===== src/nocPkg.sv =====
package nocPkg;

  // Router geometry inside a 4 by 4 mesh
  localparam int numPorts = 5;
  localparam int coordW = 2;

  // Own coordinates of this router
  localparam logic [coordW-1:0] routerX = 2'd1;
  localparam logic [coordW-1:0] routerY = 2'd1;

  // Entries held by each input queue
  localparam int queueDepth = 4;

  // Port order also sets the grant bit order, grant bit 0 being idle
  typedef enum logic [2:0] {
    portLocal,
    portNorth,
    portEast,
    portWest,
    portSouth
  } portE;

  typedef enum logic [1:0] {
    kindHead,
    kindBody,
    kindTail
  } flitKindE;

  // Length is only meaningful in a head flit
  typedef struct packed {
    flitKindE          kind;
    logic [coordW-1:0] destX;
    logic [coordW-1:0] destY;
    logic [11:0]       length;
    logic [15:0]       payload;
  } flitT;

endpackage


===== src/flitQueue.sv =====
`timescale 1ns/1ps

module flitQueue (
  input  logic         clk,
  input  logic         rst,
  input  nocPkg::flitT pushFlit,
  input  logic         pushValid,
  output logic         pushReady,
  output nocPkg::flitT headFlit,
  output logic         headValid,
  input  logic         pop
);

  import nocPkg::*;

  flitT                          mem [queueDepth];
  logic [$clog2(queueDepth)-1:0] rdPtr;
  logic [$clog2(queueDepth)-1:0] wrPtr;
  logic [$clog2(queueDepth):0]   count;
  logic [$clog2(queueDepth):0]   countNext;
  logic                          pushOk;
  logic                          popOk;

  assign pushOk = pushValid && pushReady;
  assign popOk = pop && headValid;

  assign headValid = (count != '0);
  assign headFlit = mem[rdPtr];

  always_comb
  begin
    case ({pushOk, popOk})
      2'b10:   countNext = count + 1'b1;
      2'b01:   countNext = count - 1'b1;
      default: countNext = count;
    endcase
  end

  // Ready is registered so that it stays low while reset is applied
  always_ff @(posedge clk)
  begin
    if (rst)
    begin
      rdPtr <= '0;
      wrPtr <= '0;
      count <= '0;
      pushReady <= 1'b0;
    end
    else
    begin
      count <= countNext;
      pushReady <= (countNext != queueDepth);
      if (pushOk)
      begin
        wrPtr <= wrPtr + 1'b1;
      end
      if (popOk)
      begin
        rdPtr <= rdPtr + 1'b1;
      end
    end
  end

  always_ff @(posedge clk)
  begin
    if (pushOk)
    begin
      mem[wrPtr] <= pushFlit;
    end
  end

endmodule


===== src/xyRoute.sv =====
`timescale 1ns/1ps

module xyRoute (
  input  nocPkg::flitT headFlit,
  output nocPkg::portE routePort
);

  import nocPkg::*;

  // X is resolved first and Y grows toward the South port
  always_comb
  begin
    if (headFlit.destX > routerX)
    begin
      routePort = portEast;
    end
    else if (headFlit.destX < routerX)
    begin
      routePort = portWest;
    end
    else if (headFlit.destY > routerY)
    begin
      routePort = portSouth;
    end
    else if (headFlit.destY < routerY)
    begin
      routePort = portNorth;
    end
    else
    begin
      routePort = portLocal;
    end
  end

endmodule


===== src/holdTimer.sv =====
`timescale 1ns/1ps

module holdTimer (
  input  logic         clk,
  input  logic         rst,
  input  nocPkg::flitT headFlit,
  input  logic         running,
  input  logic         moved,
  output logic         timeUp
);

  import nocPkg::*;

  logic [11:0] budget;
  logic [11:0] count;
  logic        armed;

  always_ff @(posedge clk)
  begin
    if (rst || !running)
    begin
      armed <= 1'b0;
      budget <= '0;
      count <= '0;
    end
    else
    begin
      armed <= 1'b1;
      // Budget is taken once per grant, and only a head flit carries one
      if (!armed)
      begin
        budget <= (headFlit.kind == kindHead) ? headFlit.length : '0;
      end
      if (moved)
      begin
        count <= count + 1'b1;
      end
    end
  end

  // Zero budget never expires
  assign timeUp = (budget != '0) && (count == budget);

endmodule


===== src/switchArbiter.sv =====
`timescale 1ns/1ps

module switchArbiter (
  input  logic                        clk,
  input  logic                        rst,
  input  logic [nocPkg::numPorts-1:0] request,
  input  nocPkg::flitT                headFlit [nocPkg::numPorts],
  input  logic                        moved,
  output logic [nocPkg::numPorts:0]   grant
);

  import nocPkg::*;

  logic [numPorts:0]   grantQ;
  logic [numPorts:0]   grantNext;
  logic [numPorts-1:0] running;
  logic [numPorts-1:0] timeUp;
  logic                holdValid;
  portE                holder;
  logic                keep;
  int                  searchStart;
  int                  searchIdx;

  // Each input has a timer that runs only while that input holds the grant
  for (genvar i = 0; i < numPorts; i++)
  begin : genTimer
    assign running[i] = grantQ[i + 1] && !timeUp[i];

    holdTimer timer (
      .clk      (clk),
      .rst      (rst),
      .headFlit (headFlit[i]),
      .running  (running[i]),
      .moved    (moved && grantQ[i + 1]),
      .timeUp   (timeUp[i])
    );
  end

  always_comb
  begin
    holdValid = 1'b0;
    holder = portLocal;
    for (int i = 0; i < numPorts; i++)
    begin
      if (grantQ[i + 1])
      begin
        holdValid = 1'b1;
        holder = portE'(i);
      end
    end
  end

  assign keep = holdValid && request[holder] && !timeUp[holder];

  // Rotating search begins just past the holder and wraps around
  always_comb
  begin
    searchStart = 0;
    searchIdx = 0;
    if (holdValid && (int'(holder) != numPorts - 1))
    begin
      searchStart = int'(holder) + 1;
    end

    grantNext = {{numPorts{1'b0}}, 1'b1};
    if (keep)
    begin
      grantNext = grantQ;
    end
    else
    begin
      // Walk backwards so the nearest requester is the last one written
      for (int k = numPorts - 1; k >= 0; k--)
      begin
        searchIdx = searchStart + k;
        if (searchIdx >= numPorts)
        begin
          searchIdx = searchIdx - numPorts;
        end
        if (request[searchIdx])
        begin
          grantNext = '0;
          grantNext[searchIdx + 1] = 1'b1;
        end
      end
    end
  end

  always_ff @(posedge clk)
  begin
    if (rst)
    begin
      grantQ <= {{numPorts{1'b0}}, 1'b1};
    end
    else
    begin
      grantQ <= grantNext;
    end
  end

  // A holder that ran dry or out of budget is shown as idle until the
  // register moves on, so no stale head is forwarded
  assign grant = keep ? grantQ : {{numPorts{1'b0}}, 1'b1};

endmodule


===== src/crossbar.sv =====
`timescale 1ns/1ps

module crossbar (
  input  logic [nocPkg::numPorts:0]   grant [nocPkg::numPorts],
  input  nocPkg::flitT                headFlit [nocPkg::numPorts],
  input  logic [nocPkg::numPorts-1:0] outReady,
  output nocPkg::flitT                outFlit [nocPkg::numPorts],
  output logic [nocPkg::numPorts-1:0] outValid,
  output logic [nocPkg::numPorts-1:0] popReady,
  output logic [nocPkg::numPorts-1:0] moved
);

  import nocPkg::*;

  // One-hot select per output
  always_comb
  begin
    for (int o = 0; o < numPorts; o++)
    begin
      outFlit[o] = '0;
      outValid[o] = 1'b0;
      for (int i = 0; i < numPorts; i++)
      begin
        if (grant[o][i + 1])
        begin
          outFlit[o] = headFlit[i];
          outValid[o] = 1'b1;
        end
      end
      moved[o] = outValid[o] && outReady[o];
    end
  end

  // An input pops only when the output granting it is ready
  always_comb
  begin
    popReady = '0;
    for (int i = 0; i < numPorts; i++)
    begin
      for (int o = 0; o < numPorts; o++)
      begin
        if (grant[o][i + 1] && outReady[o])
        begin
          popReady[i] = 1'b1;
        end
      end
    end
  end

endmodule


===== src/meshRouter.sv =====
`timescale 1ns/1ps

module meshRouter (
  input  logic                        clk,
  input  logic                        rst,
  input  nocPkg::flitT                inFlit [nocPkg::numPorts],
  input  logic [nocPkg::numPorts-1:0] inValid,
  output logic [nocPkg::numPorts-1:0] inReady,
  output nocPkg::flitT                outFlit [nocPkg::numPorts],
  output logic [nocPkg::numPorts-1:0] outValid,
  input  logic [nocPkg::numPorts-1:0] outReady
);

  import nocPkg::*;

  flitT                headFlit [numPorts];
  logic [numPorts-1:0] headValid;
  portE                routePort [numPorts];
  logic [numPorts-1:0] request [numPorts];
  logic [numPorts:0]   grant [numPorts];
  logic [numPorts-1:0] popReady;
  logic [numPorts-1:0] moved;

  for (genvar p = 0; p < numPorts; p++)
  begin : genInput
    flitQueue queue (
      .clk       (clk),
      .rst       (rst),
      .pushFlit  (inFlit[p]),
      .pushValid (inValid[p]),
      .pushReady (inReady[p]),
      .headFlit  (headFlit[p]),
      .headValid (headValid[p]),
      .pop       (popReady[p])
    );

    xyRoute route (
      .headFlit  (headFlit[p]),
      .routePort (routePort[p])
    );
  end

  for (genvar o = 0; o < numPorts; o++)
  begin : genOutput
    // An input asks for this output when its head is routed here
    for (genvar i = 0; i < numPorts; i++)
    begin : genRequest
      assign request[o][i] = headValid[i] && (routePort[i] == portE'(o));
    end

    switchArbiter arbiter (
      .clk      (clk),
      .rst      (rst),
      .request  (request[o]),
      .headFlit (headFlit),
      .moved    (moved[o]),
      .grant    (grant[o])
    );
  end

  crossbar xbar (
    .grant    (grant),
    .headFlit (headFlit),
    .outReady (outReady),
    .outFlit  (outFlit),
    .outValid (outValid),
    .popReady (popReady),
    .moved    (moved)
  );

endmodule


===== config.mk =====
export PLATFORM = sky130hd
export DESIGN_NAME = meshRouter
export DESIGN_NICKNAME = d
export VERILOG_FILES = /design/src/nocPkg.sv /design/src/flitQueue.sv /design/src/xyRoute.sv /design/src/holdTimer.sv /design/src/switchArbiter.sv /design/src/crossbar.sv /design/src/meshRouter.sv
export SDC_FILE = /design/constraint.sdc
export NUM_CORES = 2
export LEC_CHECK = 0
export ABC_CLOCK_PERIOD_IN_PS = 15450
export BUFFER_PORTS_ARGS = -buffer_cell sky130_fd_sc_hd__buf_2
export CAP_MARGIN = 25
export CORE_ASPECT_RATIO = 0.8
export CORE_MARGIN = 4
export CORE_UTILIZATION = 35
export DETAILED_ROUTE_END_ITERATION = 6
export PLACE_DENSITY = 0.49
export SLEW_MARGIN = 40
export SYNTH_ARGS = -nofsm -noshare
export SYNTH_HDL_FRONTEND = slang
export SYNTH_SLANG_ARGS = --single-unit

===== constraint.sdc =====
create_clock -name clk -period 15.45 [get_ports clk]
set_input_delay 1.545 -clock clk [delete_from_list [all_inputs] [get_ports clk]]
set_output_delay 1.545 -clock clk [all_outputs]
set_load 0.02 [all_outputs]

==> results.cfg <==
[placed_design]
gp_congestion = 0.9432
dp_worst_setup_slack_ns = 8.804
io_buffer_count = 353
dp_hpwl_mm = 210.9
placed_area_um2 = 78760
place_inst = 10360

[worst_hold_path]
whs_path_depth = 2
hp-class = register to register

[routing]
dr.first_iter.drc_count = 7225
drc = 0
route.vias.total = 61970
wl_per_cell_um = 27.01
wl_mm = 288.6
ant_nets = 0
routed_via_density = 5.800
first_pass_iters = 7

[final_layout]
syn_to_final_growth_pct = 14.09
finalNetCount = 8058
layout-drive-gt1-share_pct = 14.00
finalNonFillerCells = 10680
stdcell_area_um2 = 83930
utilization_pct = 40.18

[worst_setup_path]
endpoint_kind = output pin
crit_chain = buf_4, mux4_2, nor4b_2, nand2_1, buf_4, nor2_1, a21oi_2, buf_4, inv_2, nand3_1, buf_4, o221ai_1, a22oi_1, buf_2
r2r_end = genOutput[4].arbiter.grantQ[4]
path_max_fanout = 53
crit_top_cell = buf_4
crit_required_ns = 13.91
critPathMaxStageDelay_ns = 0.63
startpoint_type = register
r2r-start = genOutput[4].arbiter.grantQ[3]
r2r_cells = 23
arrival_ns = 5.97
crit_slowest_cell = mux4_2
reg2reg_slack_ns = 8.55
critPathKind = register to output pin

[grt]
grt_pass1_wl_mm = 412.0
antenna_found_initial = 88
grt_max_degree = 70
grt_usage_pct = 25.60
overflow = 0
grt_pass1_vias = 57580

[logic_synthesis]
netlist_top_cells_count = 1106 x nor2_1, 700 x dfxtp_1, 680 x edfxtp_1
synth_area_um2 = 73560
synthArstFlopShare_pct = 0
synth_seq_cells = 1380
synth_top_area_share_pct = 27.76
synth_most_common_cell = nor2_1
synth_cells = 7472
synth_top_flop_cell = dfxtp_1
synth_largest_area_cell = edfxtp_1
syn_avg_cell_area_um2 = 9.845
synthTopCellsByArea = edfxtp_1 28%, dfxtp_1 19%, nor2_1 5.6%
synth_edf_count = 680
yosysWarnings = 0
ys_seq_area_share_pct = 46.81
synth_cell_type_count = 110

[clocking]
cts_hold_buf = 0
cts_num_sinks = 1380
ctsResizeCount = 0
cts-buffers-inserted = 151
clk_latency_ns = 0.82
clkTransAtPathRegs_ns = 0.06
clock_path_buffers = 3
root_buffer = clkbuf_16
cts_setup_buffers = 0
htreeDepth = 4
cts_tree = yes

[timing]
period_minus_slack_ns = 7.511
final-setup-viol-count = 0
slew_headroom_pct = 38.44
slew_viol_final = 0
hold_viol_final = 0
tightest_slew_ns = 0.9233
period_share_pct = 48.62
fin_skew_ns = 0.06248
rsz0062_at_grt = no
tns_ns = 0
clock.fmax_mhz = 133.1
worst_slack_ns = 7.939

[floorplan]
die_y_um = 418.1
die_x_um = 520.6
fp.dieArea_um2 = 217600
core_um2 = 208900
rows = 150
io_pins = 362
initial_utilization_pct = 35.22

[power]
p_leak_uw = 0.03045
p_per_area_nw_per_um2 = 130.7
irDropWorstVdd_mv = 0.1087

[run]
drv_cap = 0

[outcome]
status = finished clean
how the worst max path moves through the flow:
| stage | start | to | slack [ns] | cells past startpoint |
|---|---|---|---|---|
| global route | register | outFlit[151] | 7.68 | 14 |
| floorplan | genOutput[1].arbiter.grantQ[3] | genOutput[1].arbiter.grantQ[5] | 9.85 | 28 |
| detailed placement | register | outFlit[151] | 8.80 | 14 |
| CTS | register | outFlit[19] | 7.90 | 14 |
| global placement | register | outFlit[93] | 8.54 | 11 |
| finish | register | outFlit[151] | 7.94 | 14 |
cells in the final DEF, fill, tap and decap left out, types with 48 or more instances in the layout:
cell / count
a22oi_1: 127
inv_1: 188
mux2_2: 65
o21ai_0: 184
xor2_1: 425
clkbuf_16: 153
nor4_1: 185
mux4_2: 144
and3_1: 88
a21oi_1: 434
ha_1: 164
dfxtp_1: 683
o22ai_1: 116
xnor2_1: 179
a31oi_1: 61
and2_1: 48
nor2b_1: 78
mux2i_1: 152
nand2_1: 489
nor2_1: 1089
edfxtp_1: 680
or3_1: 90
a221oi_1: 79
nand4_1: 132
diode_2: 50
nand3_1: 186
o211ai_1: 89
buf_2: 353
nor3_1: 119
buf_4: 124
layer usage:
metal | up-vias | part of all wire [%] | global-route usage (%) | wire length [µm]
li1 | 28150 | - | - | -
met1 | 30300 | 43 | 34.94 | 123500
met2 | 2842 | 43 | 37.87 | 123300
met3 | 635 | 9.2 | 6.400 | 26510
met4 | 32 | 5.2 | 12.36 | 15090
met5 | - | 0.080 | 0 | 231
metrics by stage:
| stage | power (µW) | hold WS [ns] |
|---|---|---|
| 2_1_floorplan | 6197 | 0.4692 |
| 3_3_place_gp | 7265 | 0.4840 |
| 3_5_place_dp | 7294 | 0.4956 |
| 4_1_cts | 10950 | 0.5063 |
| 5_1_grt | 11440 | 0.5226 |
| 6_report | 10970 | 0.5030 |
worst max-delay path: cells and delay by family (launching register included):
| family | cells | cell delay, ns |
|---|---|---|
| AOI/OAI and AO/OA | 3 | 0.92 |
| and+or+nand+nor | 4 | 0.80 |
| muxes | 1 | 0.63 |
| buffers and inverters | 6 | 2.27 |
| DFF | 1 | 0.46 |
cell families (layout without fill, tap and decap cells):
kind of cell / Yosys count / in the layout / synth area share (%)
flip-flops: 1380 / 1380 / 46.81
XOR/XNOR: 604 / 604 / 7.191
AO/OA/AOI/OAI: 1497 / 1497 / 13.47
adder cells (fa/ha/maj): 170 / 170 / 2.942
other: 2 / 83 / 0.01021
multiplexers: 365 / 365 / 7.533
buffers and inverters: 640 / 959 / 3.419
AND/OR/NAND/NOR: 2814 / 2814 / 18.63
layout make-up:
class / count / area [µm²]
diodes: 50 / 125.1
clock buffers: 210 / 4233
clock inverters: 59 / 719.4
fillers: 20500 / 125000
inverters: 200 / 750.7
multi-input cells: 5483 / 37210
flip-flops and latches: 1380 / 34460
well taps: 2812 / 3518
repair buffers: 490 / 2917
state kept, by name (all words and copies together) (netlist names), named ones only:
signal,count
genOutput.arbiter.genTimer.timer.budget,300
genInput.queue.rdPtr,10
genOutput.arbiter.genTimer.timer.count,300
genInput.queue.wrPtr,10
genInput.queue.pushReady,5
genInput.queue.count,15
genOutput.arbiter.grantQ,25
genInput.queue.mem,680
genOutput.arbiter.genTimer.timer.armed,25
power breakdown:
group          internal, µW  switching (µW)  total (µW)
Combinational          1040            2260        3300
Sequential             3920             102        4030
Clock                  2070            1580        3640
Power figures use the tool's default switching activity.
